===== src/hw/mips_cfg.svh =====
/* widths, memory depth and instruction encodings for the mips pipeline
   include wherever a width or an opcode is needed */
`ifndef MIPS_CFG_SVH
`define MIPS_CFG_SVH

`define MIPS_DATA_W      32        // data and instruction word
`define MIPS_REG_ADDR_W  5         // register index
`define MIPS_DMEM_WORDS  64        // indexed by address bits 7:2

// opcodes
`define MIPS_OP_RTYPE    6'h00
`define MIPS_OP_ADDI     6'h08
`define MIPS_OP_LW       6'h23
`define MIPS_OP_SW       6'h2B

// r-type funct codes
`define MIPS_FN_ADD      6'h20
`define MIPS_FN_SUB      6'h22
`define MIPS_FN_AND      6'h24
`define MIPS_FN_OR       6'h25
`define MIPS_FN_SLT      6'h2A

`endif


===== src/hw/mips_pkg.sv =====
/* shared types of the pipeline: the instruction word seen in r and i format,
   the alu operation and the execute operand source */
`include "mips_cfg.svh"

package mips_pkg;

    typedef struct packed
    {
        logic [5:0]                  opcode;
        logic [`MIPS_REG_ADDR_W-1:0] rs;
        logic [`MIPS_REG_ADDR_W-1:0] rt;
        logic [`MIPS_REG_ADDR_W-1:0] rd;
        logic [4:0]                  shamt;
        logic [5:0]                  funct;
    } r_fmt_t;

    typedef struct packed
    {
        logic [5:0]                  opcode;
        logic [`MIPS_REG_ADDR_W-1:0] rs;
        logic [`MIPS_REG_ADDR_W-1:0] rt;
        logic [15:0]                 imm;
    } i_fmt_t;

    // one word, two views
    typedef union packed
    {
        r_fmt_t r;
        i_fmt_t i;
    } instr_t;

    typedef enum logic [2:0]
    {
        ALU_ADD,
        ALU_SUB,
        ALU_AND,
        ALU_OR,
        ALU_SLT,
        ALU_NOP
    } alu_op_t;

    typedef enum logic [1:0]
    {
        FWD_NONE,  // register file value
        FWD_MEM,   // ex/mem alu result
        FWD_WB     // mem/wb writeback value
    } fwd_sel_t;

endpackage


===== src/hw/pipe_control.sv =====
/* main decoder for the instruction in decode, plus the operand source
   choice for the instruction in execute; purely combinational */
`timescale 1ns/100ps
`include "mips_cfg.svh"

module pipe_control (
    input  mips_pkg::instr_t            id_instr,
    input  logic [`MIPS_REG_ADDR_W-1:0] ex_rs,
    input  logic [`MIPS_REG_ADDR_W-1:0] ex_rt,
    input  logic [`MIPS_REG_ADDR_W-1:0] mem_dest,
    input  logic                        mem_reg_write,
    input  logic                        mem_load,
    input  logic [`MIPS_REG_ADDR_W-1:0] wb_dest,
    input  logic                        wb_reg_write,
    output logic                        reg_write,
    output logic                        mem_read,
    output logic                        mem_write,
    output logic                        alu_src_imm,
    output logic                        dest_rd,
    output mips_pkg::alu_op_t           alu_op,
    output mips_pkg::fwd_sel_t          fwd_a,
    output mips_pkg::fwd_sel_t          fwd_b
);

    // nearest older writer wins; a load in mem has no data yet
    function automatic mips_pkg::fwd_sel_t pick_src(
        input logic [`MIPS_REG_ADDR_W-1:0] src
    );
        if (mem_reg_write && !mem_load && mem_dest != '0 && mem_dest == src)
            return mips_pkg::FWD_MEM;
        else if (wb_reg_write && wb_dest != '0 && wb_dest == src)
            return mips_pkg::FWD_WB;
        else
            return mips_pkg::FWD_NONE;
    endfunction

    always_comb
    begin
        reg_write   = 1'b0;
        mem_read    = 1'b0;
        mem_write   = 1'b0;
        alu_src_imm = 1'b0;
        dest_rd     = 1'b0;
        alu_op      = mips_pkg::ALU_NOP;  // unknown encodings stay a no-op

        case (id_instr.r.opcode)
            `MIPS_OP_RTYPE:
            begin
                dest_rd   = 1'b1;
                reg_write = 1'b1;
                case (id_instr.r.funct)
                    `MIPS_FN_ADD: alu_op = mips_pkg::ALU_ADD;
                    `MIPS_FN_SUB: alu_op = mips_pkg::ALU_SUB;
                    `MIPS_FN_AND: alu_op = mips_pkg::ALU_AND;
                    `MIPS_FN_OR:  alu_op = mips_pkg::ALU_OR;
                    `MIPS_FN_SLT: alu_op = mips_pkg::ALU_SLT;
                    default:      reg_write = 1'b0;  // includes the all-zero word
                endcase
            end
            `MIPS_OP_ADDI:
            begin
                reg_write   = 1'b1;
                alu_src_imm = 1'b1;
                alu_op      = mips_pkg::ALU_ADD;
            end
            `MIPS_OP_LW:
            begin
                reg_write   = 1'b1;
                mem_read    = 1'b1;
                alu_src_imm = 1'b1;
                alu_op      = mips_pkg::ALU_ADD;  // base plus offset
            end
            `MIPS_OP_SW:
            begin
                mem_write   = 1'b1;
                alu_src_imm = 1'b1;
                alu_op      = mips_pkg::ALU_ADD;
            end
            default:
            begin
                alu_op = mips_pkg::ALU_NOP;
            end
        endcase
    end

    always_comb
    begin
        fwd_a = pick_src(ex_rs);
        fwd_b = pick_src(ex_rt);
    end

endmodule


===== config.mk =====
export PLATFORM = sky130hd
export DESIGN_NAME = pipe_control
export DESIGN_NICKNAME = d
export VERILOG_FILES = /design/src/hw/mips_pkg.sv /design/src/hw/pipe_control.sv
export VERILOG_INCLUDE_DIRS = /design/src /design/src/hw
export SDC_FILE = /design/constraint.sdc
export NUM_CORES = 1
export LEC_CHECK = 0
export ABC_CLOCK_PERIOD_IN_PS = 1810
export BUFFER_PORTS_ARGS = -buffer_cell sky130_fd_sc_hd__buf_2
export CORE_MARGIN = 3
export CORE_UTILIZATION = 25
export DETAILED_ROUTE_END_ITERATION = 10
export GPL_TIMING_DRIVEN = 0
export PLACE_DENSITY = 0.73
export SETUP_SLACK_MARGIN = 0.4
export SLEW_MARGIN = 20
export SYNTH_ARGS = -nofsm -noshare
export SYNTH_HDL_FRONTEND = slang
export SYNTH_SLANG_ARGS = --single-unit

===== constraint.sdc =====
create_clock -name vclk -period 1.81
set_clock_uncertainty 0.2 [all_clocks]
set_input_delay 0.0905 -clock vclk [all_inputs]
set_output_delay 0.0905 -clock vclk [all_outputs]
set_load 0.01 [all_outputs]

Word-level counts from Yosys, hierarchy flattened
Index checks and enable logic that the tools add are counted.
W data, S select, Z words.
- add/sub/neg operators: 0
- equality and inequality tests: 12
- bitwise operators: 0
- shifts and indexed selects: 0
- muxes and demuxes: 12
- $mul: 0
- $lt $le $gt $ge: 0
- reduce and logical (&&, ||, !) cells: 14
- divide/modulo/power cells: 0
- operators by type and width (operator ; number):
    $eq A6 B6 Y1 const B ; 7
    $eq A5 B5 Y1 ; 4
    $pmux W3 S5 ; 1
    $reduce_bool A5 Y1 ; 2
    $mux W2 ; 4
    $logic_and A1 B1 Y1 ; 7
    $eq A6 B4 Y1 const B ; 1
    $logic_not A6 Y1 ; 1
    $pmux W3 S2 ; 1
    $mux W1 ; 5
    $reduce_or A5 Y1 ; 1
    $reduce_or A3 Y1 ; 1
    $pmux W1 S2 ; 1
    $reduce_or A2 Y1 ; 1
    $logic_not A1 Y1 ; 1
- latch bits: 0
- bits in writable memories: 0
- output and inout port bits: 12
- logic and storage cells: 38
- memories: 0
- ROM bits: 0
- register bits: 0

Logic depth before layout (Yosys ltp)
- word-level depth: 5
- gate-level depth with buffers: 4

Worst setup path before layout
OpenSTA, ideal clock, no wires.
- path kind: input-to-output
- start point: input port mem_dest[1]
- end point: output port fwd_b[1]
- stages: 4
- path slack: 0.285 ns
- path buffers: 0
- arrival: 1.234 ns
- path through: or4_1 o21ai_2 nor4_1 nor4_2
- word-level cells in the longest chain between the ends: 4
- elaborated cells on any way between the ends: 5
- those cells by class: eq/ne (1); mux (1); reduce/logical (3)
- ends and longest elaborated chain (element ; RTL line ; source):
    start: declaration ; pipe_control.sv:10 ; input logic [`MIPS_REG_ADDR_W-1:0] mem_dest,
    $reduce_bool A5 Y1 ; pipe_control.sv:29 ; if (mem_reg_write && !mem_load && mem_dest != '0 && mem_dest == src)
    $logic_and A1 B1 Y1 ; pipe_control.sv:29 ;
    $logic_and A1 B1 Y1 * ; pipe_control.sv:29 ;
    $mux W2 * ; pipe_control.sv:29 ;
    end: declaration ; pipe_control.sv:22 ; output mips_pkg::fwd_sel_t fwd_b
Every way passes the cells marked *; elsewhere a longest branch is shown, timed or not.

Final worst setup path
- start point: input port mem_dest[2]
- end point: output port fwd_b[1]
The elaborated chain is that of the path after synthesis.

==> results.sh <==
export IMPL_synth_top_cell_area_share_pct=33.6
export IMPL_hpwl_um=1380
export IMPL_pre_cts_ws_ns=0.109
export IMPL_critPathLaunchType="input port"
export IMPL_dieHeight_um=46.8
export IMPL_io_pins=67
export IMPL_grt_pass1_vias=565
export IMPL_hp_class="input port to output pin"
export IMPL_crit_required_ns=1.52
export IMPL_dieArea_um2=2190
export IMPL_placed_cells=123
export IMPL_io_buffer_count=47
export IMPL_synth_top_area_cell="xnor2_1"
export IMPL_synth_fa_ha_area_share_pct=0
export IMPL_p_int_mw=0.0869
export IMPL_area_growth_syn_to_layout_pct=96.4
export IMPL_drc=0
export IMPL_gr_total_overflow=0
export IMPL_clock_buffers=0
export IMPL_initial_core_util_pct=27.0
export IMPL_combinationalPowerShare_pct=100.0
export IMPL_viasPerCell=5.07
export IMPL_critical_path_max_stage_delay_ns=0.54
export IMPL_fin_cells=127
export IMPL_final_common_cell="buf_2"
export IMPL_std_cell_rows=14
export IMPL_drt_pass1_iterations=4
export IMPL_end_kind="output pin"
export IMPL_slew_viol_final=0
export IMPL_synth_xor_area_share_pct=42.0
export IMPL_status="complete, no violations"
export IMPL_netSwitchingPower_mw=0.0823
export IMPL_synth_top_family_by_area="simple AND/OR/NAND/NOR gates"
export IMPL_yosys_warnings=0
export IMPL_fp_dieW_um=46.8
export IMPL_p_leak_nw=0.361
export IMPL_routed_wl_um=1840
export IMPL_antenna_cells=0
export IMPL_crit_type="input port to output pin"
export IMPL_p_seq_share_pct=0
export IMPL_relSlewSlack_pct=79.9
export IMPL_p_clk_share_pct=0
export IMPL_grt_first_pass_wirelength_um=2360
export IMPL_fin_nets=168
export IMPL_syn_nets=115
export IMPL_yosys_area_share_simple_pct=46.5
export IMPL_synthesis_area_um2=417
export IMPL_setup_ws_ns=0.110
export IMPL_grt_antenna_before_repair=0
export IMPL_grt_max_degree=7
export IMPL_switching_share_pct=48.6
export IMPL_vdd_ir_drop_max_mv=0.0934
export IMPL_rsz0062_at_grt="true"
export IMPL_hold_viol=0
export IMPL_drive_gt1_share_pct=57.7
export IMPL_clock_fmax_ghz=0.588
export IMPL_synth_compound_area_share_pct=9.01
export IMPL_setup_tns_ns=0
export IMPL_fin_crit_ns=1.70
export IMPL_post_route_period_util_pct=93.9
export IMPL_synth_cell_types=20
export IMPL_cp_slowest_cell="or4_4"
export IMPL_cap_violations=0
export IMPL_crit_chain="buf_8, or4_4, o21ai_4, buf_6, nor4_4, nor4_2, buf_2"
export IMPL_design_seq_count=0
export IMPL_final_antenna_net_count=0
export IMPL_synth_area_leaders="xnor2_1 (34%), xor2_1 (8.4%), nor4_2 (6.0%)"
export IMPL_place_congestion=0.792
export IMPL_synth_seq_area_share_pct=0
export IMPL_drt_initial_drc_count=9
export IMPL_synthCells=60
export IMPL_track_usage_pct=14.2
export IMPL_drt_wirelength_per_cell_um=14.5
export IMPL_final_cell_mix="buf_2 (43), xnor2_1 (16), nor2_1 (5)"
export IMPL_regArea_um2=0
export IMPL_report_final_setup_viol=0
export IMPL_synth_area_per_cell_um2=6.94
export IMPL_tightest_slew_ns=0.299
export IMPL_power_density_nw_per_um2=207
export IMPL_num_vias=644
export IMPL_worstPathArrival_ns=1.41
export IMPL_critPathMaxFanout=3
export IMPL_yosys_mux_area_fraction_pct=2.40
export IMPL_cts_hold_buffers=0
export IMPL_coreArea_um2=1540
## routing by layer
| layer | wire length, µm | global-route usage, % |
|---|---|---|
| met2 | 1030 | 26.3 |
| met4 | 58 | 3.87 |
| met3 | 51 | 0.383 |
| met5 | 0 | 0 |
| met1 | 700 | 17.8 |
## worst max-delay path, delay by kind of cell
family | cells | cell delay (ns)
AOI/OAI and AO/OA | 1 | 0.19
buffers and inverters | 3 | 0.40
and+or+nand+nor | 3 | 0.72
## stage by stage
stage | hold WS, ns | power (mW) | util [%] | cell area, µm²
final | 0.271 | 0.169 | 53.1 | 818
after global placement | 0.262 | 0.131 | 43.6 | 672
after CTS | 0.264 | 0.148 | 47.6 | 733
after floorplan | 0.0320 | 0.0628 | - | 417
after detailed placement | 0.264 | 0.133 | 43.6 | 672
after global routing | 0.285 | 0.183 | 53.1 | 818
## power by group through the flow
| stage | Sequential, mW | Combinational, mW | Clock, mW |
|---|---|---|---|
| final | 0 | 0.169 | 0 |
| after global routing | 0 | 0.183 | 0 |
| after CTS | 0 | 0.148 | 0 |
| after detailed placement | 0 | 0.133 | 0 |
| after global placement | 0 | 0.131 | 0 |
| after floorplan | 0 | 0.0628 | 0 |
## worst paths after layout
check	startpoint	end	slack, ns	depth (start not counted)
worst max-delay path	mem_dest[2]	fwd_b[1]	0.11	7
worst min-delay path	id_instr[28]	alu_src_imm	0.27	3
## cell usage after synthesis, drive strengths merged
cell,number
nor4b,1
nor4,5
mux2i,1
a21oi,3
or4,2
xnor2,16
nor2,6
o21bai,1
and3,2
and3b,1
nand3,3
nand4,2
o21ai,1
nor2b,3
xor2,4
nor3,3
nand2,4
a31oi,1
nand2b,1
## logic make-up after synthesis
| kind of cell | Yosys count |
|---|---|
| AOI/OAI and AO/OA | 6 |
| xor gates and xnor gates | 20 |
| muxes | 1 |
| and+or+nand+nor | 33 |
## what timing repair did
action / 4_1_cts / 5_1_grt
buffers inserted: 1 / 3
pin swaps: 1 / 7
resized for setup: 11 / 13
endpoints found under the setup margin: 7 / 6
## layout make-up
class	count	area, µm²
Multi-Input combinational cell	60	493
Tap cell	16	20.0
Timing Repair Buffer	51	305
Fill cell	134	723
No activity file was read; power rests on OpenSTA's default activity.
