==> src/hw/mips_cfg.svh <==
/* widths, memory depth and instruction encodings for the mips pipeline
   include wherever a width or an opcode is needed */
`ifndef MIPS_CFG_SVH
`define MIPS_CFG_SVH

`define MIPS_DATA_W      32        // data and instruction word
`define MIPS_REG_ADDR_W  5         // register index
`define MIPS_DMEM_WORDS  64        // indexed by address bits 7:2

// opcodes
`define MIPS_OP_RTYPE    6'h00
`define MIPS_OP_ADDI     6'h08
`define MIPS_OP_LW       6'h23
`define MIPS_OP_SW       6'h2B

// r-type funct codes
`define MIPS_FN_ADD      6'h20
`define MIPS_FN_SUB      6'h22
`define MIPS_FN_AND      6'h24
`define MIPS_FN_OR       6'h25
`define MIPS_FN_SLT      6'h2A

`endif

==> src/hw/mips_pkg.sv <==
/* shared types of the pipeline: the instruction word seen in r and i format,
   the alu operation and the execute operand source */
`include "mips_cfg.svh"

package mips_pkg;

    typedef struct packed
    {
        logic [5:0]                  opcode;
        logic [`MIPS_REG_ADDR_W-1:0] rs;
        logic [`MIPS_REG_ADDR_W-1:0] rt;
        logic [`MIPS_REG_ADDR_W-1:0] rd;
        logic [4:0]                  shamt;
        logic [5:0]                  funct;
    } r_fmt_t;

    typedef struct packed
    {
        logic [5:0]                  opcode;
        logic [`MIPS_REG_ADDR_W-1:0] rs;
        logic [`MIPS_REG_ADDR_W-1:0] rt;
        logic [15:0]                 imm;
    } i_fmt_t;

    // one word, two views
    typedef union packed
    {
        r_fmt_t r;
        i_fmt_t i;
    } instr_t;

    typedef enum logic [2:0]
    {
        ALU_ADD,
        ALU_SUB,
        ALU_AND,
        ALU_OR,
        ALU_SLT,
        ALU_NOP
    } alu_op_t;

    typedef enum logic [1:0]
    {
        FWD_NONE,  // register file value
        FWD_MEM,   // ex/mem alu result
        FWD_WB     // mem/wb writeback value
    } fwd_sel_t;

endpackage

==> src/hw/fetch_decode.sv <==
/* fetch and decode: pc counter, if/id register and the register file with
   write-through, sign extension and the destination register choice */
`timescale 1ns/100ps
`include "mips_cfg.svh"

module fetch_decode (
    input  logic                        SYS_clk,
    input  logic                        SYS_reset,
    input  logic [`MIPS_DATA_W-1:0]     instr,
    input  logic                        dest_rd,
    input  logic                        wb_en,
    input  logic [`MIPS_REG_ADDR_W-1:0] wb_reg,
    input  logic [`MIPS_DATA_W-1:0]     wb_data,
    output logic [`MIPS_DATA_W-1:0]     pc,
    output mips_pkg::instr_t            id_instr,
    output logic [`MIPS_DATA_W-1:0]     rs_data,
    output logic [`MIPS_DATA_W-1:0]     rt_data,
    output logic [`MIPS_DATA_W-1:0]     imm_ext,
    output logic [`MIPS_REG_ADDR_W-1:0] dest
);
    localparam int NUM_REGS = 2 ** `MIPS_REG_ADDR_W;

    logic [`MIPS_DATA_W-1:0] regs [NUM_REGS];

    // $0 is hardwired; a same-cycle write is seen by the read
    function automatic logic [`MIPS_DATA_W-1:0] rf_read(
        input logic [`MIPS_REG_ADDR_W-1:0] addr
    );
        if (addr == '0)
            return '0;
        else if (wb_en && wb_reg == addr)
            return wb_data;
        else
            return regs[addr];
    endfunction

    always_ff @(posedge SYS_clk)
    begin
        if (SYS_reset)
        begin
            pc       <= '0;
            id_instr <= '0;                 // zero word is a no-op
        end
        else
        begin
            pc       <= pc + `MIPS_DATA_W'(4);
            id_instr <= instr;
        end
    end

    always_ff @(posedge SYS_clk)
    begin
        if (SYS_reset)
        begin
            for (int i = 0; i < NUM_REGS; i++)
                regs[i] <= '0;
        end
        else if (wb_en && wb_reg != '0)
        begin
            regs[wb_reg] <= wb_data;
        end
    end

    always_comb
    begin
        rs_data = rf_read(id_instr.r.rs);
        rt_data = rf_read(id_instr.r.rt);
    end

    assign imm_ext = {{(`MIPS_DATA_W-16){id_instr.i.imm[15]}}, id_instr.i.imm};
    assign dest    = dest_rd ? id_instr.r.rd : id_instr.i.rt;  // r-type writes rd

endmodule

==> config.mk <==
export PLATFORM = sky130hd
export DESIGN_NAME = fetch_decode
export DESIGN_NICKNAME = d
export VERILOG_FILES = /design/src/hw/mips_pkg.sv /design/src/hw/fetch_decode.sv
export VERILOG_INCLUDE_DIRS = /design/src /design/src/hw
export SDC_FILE = /design/constraint.sdc
export NUM_CORES = 2
export LEC_CHECK = 0
export BUFFER_PORTS_ARGS = -buffer_cell sky130_fd_sc_hd__clkbuf_2
export CAP_MARGIN = 20
export CELL_PAD_IN_SITES_DETAIL_PLACEMENT = 1
export CELL_PAD_IN_SITES_GLOBAL_PLACEMENT = 1
export CORE_ASPECT_RATIO = 0.7
export CORE_MARGIN = 4
export CORE_UTILIZATION = 48
export CTS_BUF_LIST = sky130_fd_sc_hd__clkbuf_4 sky130_fd_sc_hd__clkbuf_8 sky130_fd_sc_hd__clkbuf_16
export CTS_CLUSTER_DIAMETER = 50
export DETAILED_ROUTE_END_ITERATION = 8
export PLACE_DENSITY = 0.8
export SYNTH_ARGS = -nofsm -noshare
export SYNTH_HDL_FRONTEND = slang
export SYNTH_SLANG_ARGS = --single-unit
==> constraint.sdc <==
create_clock -name SYS_clk -period 4.23 [get_ports SYS_clk]
set_input_delay 0.423 -clock SYS_clk [delete_from_list [all_inputs] [get_ports SYS_clk]]
set_output_delay 0.423 -clock SYS_clk [all_outputs]
set_load 0.01 [all_outputs]
Yosys cells after proc, flatten, opt, wreduce, memory -nomap -nowiden
Memories as Yosys holds them, arrays and structs flattened. A register that Yosys moved wholly into a read port is not among the register bits.
Index checks and enable logic that the tools add are counted.
{ "word_totals": {"wordCells": 28, "ff_bits": 64, "n_memories": 1, "in_bits": 73, "ram_bits": 1024, "out_inout_bits": 165} }
{ "classes": {"reduce_logical": 7, "n_eq_ne": 2, "add_sub_neg": 1, "muxes": 15} }
{ "memory_table": {"columns": ["memory", "depth", "word_bits", "read_ports", "rd_ports_with_merged_regs", "wr", "line_no", "text"], "rows": [
  ["regs", 32, 32, 2, 2, 32, "fetch_decode.sv:23", "logic [`MIPS_DATA_W-1:0] regs [NUM_REGS];"]
]} }
{ "op_table": {"columns": ["op", "n"], "rows": [
  ["32-bit 2-to-1 mux", 5],
  ["32-bit by 3-bit adder with 32-bit output, second input constant", 1],
  ["32-bit OR reduction", 1],
  ["5-bit 2-to-1 mux", 4],
  ["5-bit equality test", 2],
  ["5-bit logical NOT", 2],
  ["1-bit 2-to-1 mux", 6],
  ["5-bit nonzero test", 1],
  ["1-bit logical AND", 3]
]} }

Depth between registers and ports, before layout
{ "logic_depth": {"depth_word": 7, "depth_mapped": 10} }

Worst setup path before layout
Ideal clock, no wire load.
{ "synth_timing": {"kind": "reg-to-output", "startpoint": "reg id_instr[22] (netlist name)", "endpoint": "out rs_data[9]", "n_path_buf": 3, "arrival_time_ps": 2141, "slack_ps": 1666, "path_stages_with_launch": 8, "path_cell_list": "dfxtp_1 > buf_2 > clkbuf_1 > clkbuf_1 > mux4_2 > a22oi_1 > o21ai_0 > o211a_1"} }
{ "synth_between": {"elab_chain_cells": 4, "word_cells_on_any_way": 5, "cone_classes": "eq/ne (1); mux (2); reduce/logical (2)"} }
{ "synth_lines": {"columns": ["item", "line_no", "text"], "rows": [
  ["start, declared", "fetch_decode.sv:15", "output mips_pkg::instr_t id_instr,"],
  ["start signal, assigned", "fetch_decode.sv:47", "id_instr <= instr;"],
  ["5-bit equality test", "fetch_decode.sv:31", "else if (wb_en && wb_reg == addr)"],
  ["1-bit logical AND", "fetch_decode.sv:31", null],
  ["32-bit 2-to-1 mux", "fetch_decode.sv:31", null],
  ["32-bit 2-to-1 mux (*)", "fetch_decode.sv:29", "if (addr == '0)"],
  ["end, declared", "fetch_decode.sv:16", "output logic [`MIPS_DATA_W-1:0] rs_data,"]
]} }
Mark *: on every way between the ends. The rest lies on a longest branch, timed or not.

Worst setup path after layout
{ "layout_timing": {"startpoint": "reg id_instr[18] (netlist name)", "endpoint": "out rt_data[6]"} }
{ "layout_between": {"elab_chain_cells": 4, "word_cells_on_any_way": 5, "cone_classes": "eq/ne (1); mux (2); reduce/logical (2)"} }
{ "layout_lines": {"columns": ["item", "line_no", "text"], "rows": [
  ["5-bit equality test", "fetch_decode.sv:31", null],
  ["1-bit logical AND", "fetch_decode.sv:31", null],
  ["32-bit 2-to-1 mux", "fetch_decode.sv:31", null],
  ["32-bit 2-to-1 mux (*)", "fetch_decode.sv:29", null],
  ["end, declared", "fetch_decode.sv:17", "output logic [`MIPS_DATA_W-1:0] rt_data,"]
]} }
Marked as above.

==> results by group <==
Setup path
  • Reg2reg end: pc[31]
  • Worst setup EP type: output port
  • CP Launch Type: flip-flop
  • Crit Path Max Fanout: 32
  • Flop2flop setup slack: around 1.8 ns
  • CP Class: reg -> out
  • Worst r2r src: pc[15]
  • Register-to-Register Path Depth: 5
  • Crit path arrival time: between 3 and 4 ns
  • CP Data Required Time: about 3.8 ns

Yosys
  • Syn Inst Count: between 4000 and 5000
  • Prevailing post-synth register cell: edfxtp_1
  • Synthesized flop and latch total: 1086
  • Yosys Warn Count: 0
  • Synth cell types: 69
  • Number of synthesized flops with an enable pin: approximately 1000
  • Cell area after synthesis: 0.0576 mm²
  • Seq/Total Area, Yosys: between 50% and 60%
  • Syn_area_per_cell: between 10 and 15 µm²
  • Ys async rst share: 0%

Outcome
  • Status: complete, but fails checks
  • Failing checks: negative setup slack

Place
  • Worst slack, placed: around 0.48 ns
  • PortBufs: approximately 240
  • Final estimated routing congestion in global placement: ~0.95
  • Hpwl dp: 150 mm

Worst hold path
  • Hold Crit Class: in -> reg
  • Hold path start: instr[24]
  • Hold EP: id_instr[24]
  • Hold Path Stages: 2

Drt
  • Wire length per cell: 39.3 µm
  • DRC: 0
  • DR pass1 iterations: 9
  • Post-Route WL: roughly 240 mm
  • DR vias: around 43000
  • Vias per inst: approximately 7.2
  • DRT antenna net count: 0
  • Initial DRC count: ~8100

CTS
  • Max clock buf depth: 3
  • Root Buffer Master: clkbuf_16
  • Sink Count: 1086
  • CTS tree: built
  • Reg clk slew, reported paths: 0.07 ns
  • H-tree level count: 3
  • Worst skew pair latency: approximately 0.74 ns
  • CTS buffer count: roughly 120

Final layout
  • Most common cell after layout, fill and taps aside: edfxtp_1
  • Fill cells: between 10000 and 15000
  • Nets: between 4000 and 5000
  • Share of cells above drive strength 1: 27.2%
  • Area grow syn2layout: 13.4%
  • Highest-count cells in the layout ignoring fill and taps: edfxtp_1, and2_1, mux4_2
  • Post-layout util: between 50% and 60%

Floorplanning
  • FP Rows: roughly 110
  • Core Area: about 0.12 mm²
  • Starting density of the core: roughly 48%
  • # IOs: 238
  • Chip Height: 298 µm
  • DIE AREA: 0.126 mm²
  • Die X: ~420 µm

Global route
  • Total gr overflow: 0
  • First-pass GRT wire length: between 300 and 400 mm
  • Gr usage total: roughly 37%
  • Vias in the first global route: between 40000 and 50000
  • Initial antenna violation count: 27
  • Largest net degree at the start of global routing: 96

Power
  • Leak: about 23 nW
  • Cell Pwr Density: approximately 410 mW/mm²
  • VDD IR max: between 0.0003 and 0.0004 V

STA
  • Final setup viols: 11
  • Slack of the critical path: -0.175 ns
  • Final number of max-transition violations: 0
  • Final critical-path share of the clock period: 104%
  • Worst slew margin: 29.6%
  • Clock Skews: approximately 0.021 ns
  • Minimum clock period: between 4 and 5 ns
  • Worst-Margin Slew: 1.06 ns
  • Final Hold Fails: 0
  • Setup TNS: -0.730 ns
  • FMAX: roughly 230 MHz
  • RSZ-0062 raised after global routing: yes

Job
  • Max-cap violations: 0
[worst max path at each step]
stage	endpoint	slack, ns	cells after the start	from
floorplan	rs_data[9]	1.67	7	id_instr[22]
global placement	rt_data[9]	0.50	9	id_instr[16]
detailed placement	rt_data[9]	0.48	9	id_instr[16]
CTS	rt_data[9]	-0.01	9	id_instr[16]
global route	rt_data[9]	-0.04	7	id_instr[17]
finish	rt_data[6]	-0.17	7	id_instr[18]
[worst max-delay path, stage by stage (launching register included)]
cell      delay [ns]
dfxtp_4         0.72
buf_4           0.37
nand2_1         0.48
o22ai_1         0.56
nor3b_1         0.12
nor4_2          0.51
nor3_1          0.20
clkbuf_2        0.17
[sequential cells by signal, indices dropped and copies added (netlist names)]
register / flops
id_instr: 32
pc: 30
regs: 1024
[logic make-up after synthesis]
| logic type | synth area share [%] |
|---|---|
| AO/OA/AOI/OAI | 6.01 |
| XOR/XNOR | 0.502 |
| adder cells (fa/ha/maj) | 0.0217 |
| buffers and inverters | 3.57 |
| flip-flops | 55.5 |
| multiplexers | 19.8 |
| other | 0.00651 |
| AND/OR/NAND/NOR | 14.5 |
[power by group]
group          switching [mW]  internal, mW
sequential              0.394          12.3
combinational            2.42          1.37
clock                    4.66          5.74
[metrics by stage]
| stage | hold slack (ns) | std cells | area [µm²] | power [mW] |
|---|---|---|---|---|
| floorplan | 0.496 | 4164 | 57700 | 14.7 |
| CTS | 0.00653 | 5964 | 65200 | 26.7 |
| finish | 0.0208 | 5983 | 65300 | 26.9 |
| global route | 0.0107 | 5977 | 65300 | 27.4 |
| detailed placement | 0.498 | 5720 | 61000 | 16.5 |
| global placement | 0.460 | 5720 | 61000 | 16.3 |
[synth_stat cells, types with 4 or more instances]
| master | n | area, µm² |
|---|---|---|
| a211o_1 | 10 | 87.6 |
| a211oi_1 | 14 | 105 |
| a21o_1 | 4 | 30.0 |
| a21oi_1 | 46 | 230 |
| a221o_1 | 20 | 200 |
| a221oi_1 | 68 | 596 |
| a22o_1 | 14 | 123 |
| a22oi_1 | 85 | 638 |
| a31oi_1 | 22 | 138 |
| a32oi_1 | 5 | 43.8 |
| and2_1 | 967 | 6050 |
| buf_1 | 30 | 113 |
| buf_2 | 58 | 290 |
| buf_4 | 65 | 488 |
| clkbuf_1 | 298 | 1120 |
| dfxtp_1 | 62 | 1240 |
| edfxtp_1 | 1024 | 30700 |
| inv_1 | 6 | 22.5 |
| mux2_2 | 19 | 214 |
| mux2i_1 | 199 | 1990 |
| mux4_2 | 409 | 9210 |
| nand2_1 | 63 | 236 |
| nand2b_1 | 20 | 125 |
| nand3_1 | 23 | 115 |
| nand3b_1 | 5 | 37.5 |
| nand4_1 | 13 | 81.3 |
| nor2_1 | 143 | 537 |
| nor2b_1 | 47 | 294 |
| nor3_1 | 67 | 335 |
| nor3b_1 | 6 | 45.0 |
| nor4_1 | 12 | 75.1 |
| o211a_1 | 4 | 40.0 |
| o21ai_0 | 80 | 400 |
| o22ai_1 | 95 | 594 |
| o311ai_0 | 4 | 35.0 |
| or2_2 | 41 | 257 |
| xnor2_1 | 19 | 166 |
| xor2_1 | 14 | 123 |
[per-layer routing]
layer / wire length, µm / vias to the layer above / GRT usage (%)
met2: 100000 / 4009 / 52.8
met3: 38400 / 892 / 14.9
met4: 14800 / 14 / 19.2
met1: 81800 / 21900 / 48.1
met5: 133 / - / 0.303
li1: - / 16100 / -
[repair_timing]
item / in CTS / in global routing
hold endpoints to repair: 29 / 0
buffers inserted: 0 / 7
hold buffers: 29 / 0
gates resized for setup: 15 / 18
setup endpoints to repair: 13 / 16
[cell type report]
cell class	instances	area [µm²]	area share [%]
clock inverters	75	678	1.04
multi-input cells	2616	24000	36.7
diodes	12	30.0	0.0460
inverters	10	37.5	0.0574
well taps	1566	1960	3.00
flip-flops and latches	1086	32000	49.0
clock buffers	140	3100	4.75
repair buffers	478	3560	5.44
No activity file was read; power rests on OpenSTA's default activity.
