--- config.mk ---
export PLATFORM = sky130hd
export DESIGN_NAME = execute_alu
export DESIGN_NICKNAME = d
export VERILOG_FILES = /design/src/hw/mips_pkg.sv /design/src/hw/execute_alu.sv
export VERILOG_INCLUDE_DIRS = /design/src /design/src/hw
export SDC_FILE = /design/constraint.sdc
export NUM_CORES = 1
export LEC_CHECK = 0
export BUFFER_PORTS_ARGS = -buffer_cell sky130_fd_sc_hd__buf_2
export CORE_MARGIN = 2
export CORE_UTILIZATION = 50
export DETAILED_ROUTE_END_ITERATION = 8
export PLACE_DENSITY = 0.88
export SYNTH_ARGS = -nofsm -noshare
export SYNTH_HDL_FRONTEND = slang
export SYNTH_SLANG_ARGS = --single-unit
--- constraint.sdc ---
create_clock -name SYS_clk -period 5.6 [get_ports SYS_clk]
set_input_delay 0.56 -clock SYS_clk [delete_from_list [all_inputs] [get_ports SYS_clk]]
set_output_delay 0.56 -clock SYS_clk [all_outputs]
set_load 0.005 [all_outputs]
--- src/hw/mips_cfg.svh ---
/* widths, memory depth and instruction encodings for the mips pipeline
   include wherever a width or an opcode is needed */
`ifndef MIPS_CFG_SVH
`define MIPS_CFG_SVH

`define MIPS_DATA_W      32        // data and instruction word
`define MIPS_REG_ADDR_W  5         // register index
`define MIPS_DMEM_WORDS  64        // indexed by address bits 7:2

// opcodes
`define MIPS_OP_RTYPE    6'h00
`define MIPS_OP_ADDI     6'h08
`define MIPS_OP_LW       6'h23
`define MIPS_OP_SW       6'h2B

// r-type funct codes
`define MIPS_FN_ADD      6'h20
`define MIPS_FN_SUB      6'h22
`define MIPS_FN_AND      6'h24
`define MIPS_FN_OR       6'h25
`define MIPS_FN_SLT      6'h2A

`endif

--- src/hw/mips_pkg.sv ---
/* shared types of the pipeline: the instruction word seen in r and i format,
   the alu operation and the execute operand source */
`include "mips_cfg.svh"

package mips_pkg;

    typedef struct packed
    {
        logic [5:0]                  opcode;
        logic [`MIPS_REG_ADDR_W-1:0] rs;
        logic [`MIPS_REG_ADDR_W-1:0] rt;
        logic [`MIPS_REG_ADDR_W-1:0] rd;
        logic [4:0]                  shamt;
        logic [5:0]                  funct;
    } r_fmt_t;

    typedef struct packed
    {
        logic [5:0]                  opcode;
        logic [`MIPS_REG_ADDR_W-1:0] rs;
        logic [`MIPS_REG_ADDR_W-1:0] rt;
        logic [15:0]                 imm;
    } i_fmt_t;

    // one word, two views
    typedef union packed
    {
        r_fmt_t r;
        i_fmt_t i;
    } instr_t;

    typedef enum logic [2:0]
    {
        ALU_ADD,
        ALU_SUB,
        ALU_AND,
        ALU_OR,
        ALU_SLT,
        ALU_NOP
    } alu_op_t;

    typedef enum logic [1:0]
    {
        FWD_NONE,  // register file value
        FWD_MEM,   // ex/mem alu result
        FWD_WB     // mem/wb writeback value
    } fwd_sel_t;

endpackage

--- src/hw/execute_alu.sv ---
/* execute stage: id/ex register, operand forwarding and the alu
   the forwarded rt value doubles as the store data */
`timescale 1ns/100ps
`include "mips_cfg.svh"

module execute_alu (
    input  logic                        SYS_clk,
    input  logic                        SYS_reset,
    input  mips_pkg::instr_t            id_instr,
    input  logic                        reg_write,
    input  logic                        mem_read,
    input  logic                        mem_write,
    input  logic                        alu_src_imm,
    input  mips_pkg::alu_op_t           alu_op,
    input  logic [`MIPS_DATA_W-1:0]     rs_data,
    input  logic [`MIPS_DATA_W-1:0]     rt_data,
    input  logic [`MIPS_DATA_W-1:0]     imm_ext,
    input  logic [`MIPS_REG_ADDR_W-1:0] dest,
    input  mips_pkg::fwd_sel_t          fwd_a,
    input  mips_pkg::fwd_sel_t          fwd_b,
    input  logic [`MIPS_DATA_W-1:0]     mem_alu_result,
    input  logic [`MIPS_DATA_W-1:0]     wb_data,
    output logic [`MIPS_REG_ADDR_W-1:0] ex_rs,
    output logic [`MIPS_REG_ADDR_W-1:0] ex_rt,
    output logic                        ex_reg_write,
    output logic                        ex_mem_read,
    output logic                        ex_mem_write,
    output logic [`MIPS_REG_ADDR_W-1:0] ex_dest,
    output logic [`MIPS_DATA_W-1:0]     ex_result,
    output logic [`MIPS_DATA_W-1:0]     ex_store_data
);
    mips_pkg::instr_t        ex_instr;
    mips_pkg::alu_op_t       ex_alu_op;
    logic                    ex_alu_src_imm;
    logic [`MIPS_DATA_W-1:0] ex_rs_val;
    logic [`MIPS_DATA_W-1:0] ex_rt_val;
    logic [`MIPS_DATA_W-1:0] ex_imm;
    logic [`MIPS_DATA_W-1:0] op_a;
    logic [`MIPS_DATA_W-1:0] op_b;

    function automatic logic [`MIPS_DATA_W-1:0] fwd_mux(
        input mips_pkg::fwd_sel_t      sel,
        input logic [`MIPS_DATA_W-1:0] reg_val
    );
        case (sel)
            mips_pkg::FWD_MEM: return mem_alu_result;
            mips_pkg::FWD_WB:  return wb_data;
            default:           return reg_val;
        endcase
    endfunction

    always_ff @(posedge SYS_clk)
    begin
        if (SYS_reset)
        begin
            ex_instr     <= '0;
            ex_reg_write <= 1'b0;
            ex_mem_read  <= 1'b0;
            ex_mem_write <= 1'b0;
            ex_alu_op    <= mips_pkg::ALU_NOP;
        end
        else
        begin
            ex_instr     <= id_instr;
            ex_reg_write <= reg_write;
            ex_mem_read  <= mem_read;
            ex_mem_write <= mem_write;
            ex_alu_op    <= alu_op;
        end
        ex_alu_src_imm <= alu_src_imm;
        ex_rs_val      <= rs_data;
        ex_rt_val      <= rt_data;
        ex_imm         <= imm_ext;
        ex_dest        <= dest;
    end

    assign ex_rs = ex_instr.r.rs;
    assign ex_rt = ex_instr.i.rt;

    always_comb
    begin
        op_a          = fwd_mux(fwd_a, ex_rs_val);
        ex_store_data = fwd_mux(fwd_b, ex_rt_val);
        op_b          = ex_alu_src_imm ? ex_imm : ex_store_data;
    end

    always_comb
    begin
        ex_result = '0;
        case (ex_alu_op)
            mips_pkg::ALU_ADD: ex_result = op_a + op_b;
            mips_pkg::ALU_SUB: ex_result = op_a - op_b;
            mips_pkg::ALU_AND: ex_result = op_a & op_b;
            mips_pkg::ALU_OR:  ex_result = op_a | op_b;
            mips_pkg::ALU_SLT: ex_result[0] = $signed(op_a) < $signed(op_b);  // signed compare
            default:           ex_result = '0;
        endcase
    end

endmodule

* Word-level counts from Yosys, hierarchy flattened
Cells that the tools add are included.
Cells by class: $add $sub $neg 2, order comparisons 1, eq/ne operators 8, muxes and demuxes 5, bitwise logic cells 2, reductions and logical operators 1
Operator list (number):
- $pmux 32 s2 | 2
- $pmux 31 s4 | 1
- $add 32x32->32 | 1
- $and 32x32->32 | 1
- $lt 32x32->1 | 1
- $mux 32 | 1
- $or 32x32->32 | 1
- $sub 32x32->32 | 1
- $eq 3x2->1 const B | 2
- $pmux 1 s5 | 1
- $eq 2x1->1 const B | 2
- $eq 2x2->1 const B | 2
- $eq 3x1->1 const B | 1
- $eq 3x3->1 const B | 1
- $logic_not 3->1 | 1
Storage, ports and cells: register bits after elaboration 134, input port bits 210, logic and storage cells 29

* Longest topological paths before layout
depth after elaboration 5, depth in mapped cells 19

* Least setup slack after synthesis
No wires, ideal clock.
kind input to output, start point in fwd_b[0], end point out ex_result[28], arrival 4.171 ns, path slack 0.869 ns, stages 17, path buffers 2, path through inv_1 > ha_1 > clkbuf_1 > buf_1 > a21oi_1 > o21ai_0 > ha_1 > inv_1 > fa_1 > nand3b_1 > a21o_1 > a211oi_1 > a2111oi_0 > nor4_1 > nor3_1 > o21a_1 > a311o_1
Between the ends: longest elaborated chain between the ends 5, elaborated cells on any way between the ends 9
Ends and longest elaborated chain:
- from (decl) | line execute_alu.sv:20 | input mips_pkg::fwd_sel_t fwd_b,
- $eq 2x2->1 or $eq 2x1->1 (tied branches) | line execute_alu.sv:45 | case (sel)
- $pmux 32 s2 * | line execute_alu.sv:45
- $mux 32 * | line execute_alu.sv:84 | op_b = ex_alu_src_imm ? ex_imm : ex_store_data;
- $sub 32x32->32 (tied with other cells) | line execute_alu.sv:92 | mips_pkg::ALU_SUB: ex_result = op_a - op_b;
- $pmux 31 s4 * | line execute_alu.sv:90 | case (ex_alu_op)
- to (decl) | line execute_alu.sv:29 | output logic [`MIPS_DATA_W-1:0] ex_result,
Every way passes the cells marked *; elsewhere a longest branch is shown, timed or not.

* Worst setup path in the final report
start point in fwd_a[0], end point out ex_result[26]
Between the ends: longest elaborated chain between the ends 4, elaborated cells on any way between the ends 8
Ends and longest elaborated chain:
- from (decl) | line execute_alu.sv:19 | input mips_pkg::fwd_sel_t fwd_a,
- $eq 2x2->1 or $eq 2x1->1 (tied branches) | line execute_alu.sv:45
- $pmux 32 s2 * | line execute_alu.sv:45
- $sub 32x32->32 (tied with other cells) | line execute_alu.sv:92
- $pmux 31 s4 * | line execute_alu.sv:90
Marked as above.

==> impl_metrics.py <==
metrics = {
    "run_status": {
        "outcome": "complete, no violations",
    },
    "routing": {
        "routed_via_density": 5.87,
        "drtIter0Drc": 1113,
        "postRouteAntennaNets": 0,
        "drc": 0,
        "drt-pass1-iter-count": 6,
        "postRouteWirelength_microns": 32800,
        "routedWlPerCell_microns": 19.0,
        "via_count": 10135,
    },
    "place": {
        "dp_slack_ns": 0.214,
        "cell_area_after_placement_sq_um": 10800,
        "gpl.final_weighted_congestion": 1.01,
        "hpwl_dp_microns": 25400,
        "port-buffer-count": 269,
    },
    "power_and_ir_drop": {
        "worst_ir_drop_vdd_uv": 334,
        "internal_power_mw": 2.10,
        "power.sequential.fraction_pct": 27.5,
        "combPwrFrac_pct": 38.6,
        "netSwitchingFraction_pct": 36.4,
        "p_sw_mw": 1.20,
        "p_clk_share_pct": 34.0,
        "cellLeakagePower_nw": 5.66,
        "power.density_nw_per_um2": 290,
    },
    "worst_hold_path": {
        "min_path_type": "input port to flip-flop",
        "hold-path-endpoint": "ex_rs_val[11]$_DFF_P_",
        "timing.hold.worst_path_depth": 1,
        "timing.hold.worst.start": "rs_data[11]",
    },
    "floorplan": {
        "row_count": 49,
        "initial_core_util_pct": 51.1,
        "fp.dieArea_sq_um": 19400,
        "core_area_sq_um": 18000,
        "chipHeight_microns": 139,
        "pin_count": 292,
        "die_x_microns": 139,
    },
    "timing": {
        "period_needed_ns": 5.41,
        "total_neg_setup_slack_ns": 0,
        "max_freq_ghz": 0.185,
        "slew_headroom_pct": 35.0,
        "final_worst_path_cycle_share_pct": 96.7,
        "post-route-worst-setup-slack_ns": 0.187,
        "slew_worst_pin_ns": 0.971,
        "hold_viol": 0,
        "grt_setup_unrepaired": "false",
        "slew_viols_final": 0,
        "timing.final.setup_violations": 0,
    },
    "global_routing": {
        "grt_first_pass_wirelength_microns": 49800,
        "via_count_of_the_first_global_routing_pass": 9497,
        "grt-ovfl-total": 0,
        "global_route_total_usage_across_every_layer_pct": 32.1,
        "grt_antenna_before_repair": 7,
        "maximum_number_of_pins_on_one_net_before_global_route_repair": 63,
    },
    "finish": {
        "fin_util_pct": 63.5,
        "filler_cell_count": 1502,
        "area_delta_synth_final_pct": 24.3,
        "layout-drive-gt1-share_pct": 25.8,
        "mostFrequentLayoutCells": "sky130_fd_sc_hd__buf_2, sky130_fd_sc_hd__inv_1, sky130_fd_sc_hd__a21oi_1, sky130_fd_sc_hd__nand2_1, sky130_fd_sc_hd__dfxtp_1",
        "final_common_cell": "sky130_fd_sc_hd__buf_2",
        "final_area_sq_um": 11400,
        "final_net_count": 1798,
    },
    "clocking": {
        "cts-root-buf": "sky130_fd_sc_hd__clkbuf_16",
        "cts_made_buffers": 17,
        "htree_levels": 4,
        "cts_tree": "done",
        "clkTransAtPathRegs_ns": 0.06,
        "clkSinkCount": 118,
        "max-clock-path-buffers": 2,
        "post-cts-setup-buffers": 0,
    },
    "yosys": {
        "synthesis.yosys.warnings": 0,
        "synth_largest_area_cell": "sky130_fd_sc_hd__dfxtp_1",
        "leading_cell_types_by_total_area_after_synthesis": "sky130_fd_sc_hd__dfxtp_1, sky130_fd_sc_hd__ha_1, sky130_fd_sc_hd__a21oi_1, sky130_fd_sc_hd__o21ai_0, sky130_fd_sc_hd__inv_1",
        "ys_types": 82,
        "post-synth-top-area-fraction_pct": 25.8,
        "postSynthNetCount": 1542,
        "post_synth.cell_area_avg_sq_um": 7.51,
        "post_synth_design_cell_area_sq_um": 9170,
        "syn-instance-count": 1221,
        "synth_register_bits": 118,
        "async_reset_ff_share_pct": 0,
        "synth_edf_count": 0,
        "synth_sequential_area_ratio_pct": 25.8,
        "yosys_most_used_dff": "sky130_fd_sc_hd__dfxtp_1",
    },
    "setup_path": {
        "crit_arrival_ns": 4.85,
        "cp_max_fo": 28,
        "setup.worst_path.class": "input port to output pin",
        "critical_path.endpoint_type": "output pin",
        "worstSetupStartpointType": "input port",
        "critical_path_required_ns": 5.04,
    },
    "run": {
        "cap_viol_max_count": 0,
    },
}
[through the flow]
| step | total power, mW | hold WS, ns | cells |
|---|---|---|---|
| 6_report | 3.30 | 0.250 | 1726 |
| 5_1_grt | 3.47 | 0.239 | 1725 |
| 4_1_cts | 3.28 | 0.238 | 1719 |
| 3_5_place_dp | 2.15 | 0.664 | 1687 |
| 3_3_place_gp | 2.13 | 0.662 | 1687 |
| 2_1_floorplan | 1.76 | 0.588 | 1221 |
[power by group through the flow]
stage / combinational (mW) / sequential (mW) / clock (mW)
detailed placement: 1.23 / 0.924 / 0
CTS: 1.24 / 0.907 / 1.13
floorplan: 0.844 / 0.913 / 0
global route: 1.39 / 0.911 / 1.16
global placement: 1.21 / 0.923 / 0
finish: 1.27 / 0.907 / 1.12
[critical path: stages]
cell and delay (ns):
sky130_fd_sc_hd__buf_2 0.09, sky130_fd_sc_hd__inv_1 0.04, sky130_fd_sc_hd__ha_2 0.46, sky130_fd_sc_hd__buf_4 0.24
sky130_fd_sc_hd__o21ai_0 0.59, sky130_fd_sc_hd__ha_1 0.49, sky130_fd_sc_hd__and3_1 0.22, sky130_fd_sc_hd__a31oi_1 0.15
sky130_fd_sc_hd__o21ai_1 0.13, sky130_fd_sc_hd__a221o_1 0.41, sky130_fd_sc_hd__a211oi_1 0.57, sky130_fd_sc_hd__nor2_1 0.13
sky130_fd_sc_hd__a311oi_2 0.33, sky130_fd_sc_hd__xnor2_1 0.18, sky130_fd_sc_hd__o21ai_1 0.09, sky130_fd_sc_hd__buf_2 0.15
[area by class of cell]
type | count | area (sq um) | share of cell area (%)
Timing Repair Buffer | 316 | 1710 | 15.0
Inverter | 132 | 498 | 4.37
Clock buffer | 18 | 429 | 3.76
Tap cell | 229 | 287 | 2.51
Multi-Input combinational cell | 892 | 5920 | 51.9
Clock inverter | 14 | 175 | 1.54
Antenna cell | 7 | 17.5 | 0.154
Sequential cell | 118 | 2360 | 20.7
[how the worst max path moves through the flow]
stage               slack [ns]  cells past startpoint             to     start
floorplan                 0.87                     17  ex_result[28]  fwd_b[0]
global placement          0.31                     18   ex_result[0]  fwd_b[0]
detailed placement        0.21                     18  ex_result[18]  fwd_b[0]
CTS                       0.17                     19  ex_result[18]  fwd_b[0]
global route             0.004                     18   ex_result[0]  fwd_b[0]
finish                    0.19                     16  ex_result[26]  fwd_a[0]
[per-layer routing]
layer  wire [microns]  global-route usage, %
met2            15100                   53.2
met4             1310                   12.4
met1            13500                   41.3
met5               11                      0
met3             2850                   6.30
[cells by family after synthesis]
logic type,count (synthesis),synth area share [%]
mux,6,0.805
xor+xnor,22,2.10
compound gates,430,30.0
flops,118,25.8
fa+ha+maj,111,15.3
simple gates,323,16.1
buf+inv,211,9.90
[sequential cells by signal, indices dropped and copies added (netlist names)]
register	count
ex_alu_op	3
ex_alu_src_imm	1
ex_dest	5
ex_imm	32
ex_instr	10
ex_mem_read	1
ex_mem_write	1
ex_reg_write	1
ex_rs_val	32
ex_rt_val	32
[timing repair]
action	in CTS	in global routing
gates resized for setup	0	5
hold buffers	0	0
endpoints found under the setup margin	0	7
[cell usage after synthesis (4+ instances only)]
master and number:
sky130_fd_sc_hd__inv_1 130, sky130_fd_sc_hd__a21oi_1 120, sky130_fd_sc_hd__nand2_1 119, sky130_fd_sc_hd__dfxtp_1 118
sky130_fd_sc_hd__ha_1 109, sky130_fd_sc_hd__o21ai_0 105, sky130_fd_sc_hd__nor2_1 103, sky130_fd_sc_hd__a22oi_1 64
sky130_fd_sc_hd__clkbuf_1 55, sky130_fd_sc_hd__nor2b_1 22, sky130_fd_sc_hd__xnor2_1 18, sky130_fd_sc_hd__a211oi_1 17
sky130_fd_sc_hd__nand3_1 15, sky130_fd_sc_hd__o21bai_1 15, sky130_fd_sc_hd__a21o_1 14, sky130_fd_sc_hd__o211ai_1 13
sky130_fd_sc_hd__o22ai_1 13, sky130_fd_sc_hd__nor3_1 12, sky130_fd_sc_hd__nand2b_1 11, sky130_fd_sc_hd__a31oi_1 9
sky130_fd_sc_hd__nor4_1 8, sky130_fd_sc_hd__buf_2 6, sky130_fd_sc_hd__buf_6 6, sky130_fd_sc_hd__clkbuf_8 6
sky130_fd_sc_hd__o21a_1 6, sky130_fd_sc_hd__or2_2 6, sky130_fd_sc_hd__a221oi_1 5, sky130_fd_sc_hd__buf_1 5
sky130_fd_sc_hd__o31ai_1 5, sky130_fd_sc_hd__and3_1 4, sky130_fd_sc_hd__mux2i_1 4, sky130_fd_sc_hd__o2111ai_1 4
sky130_fd_sc_hd__xor2_1 4
No activity file was read; power rests on OpenSTA's default activity.
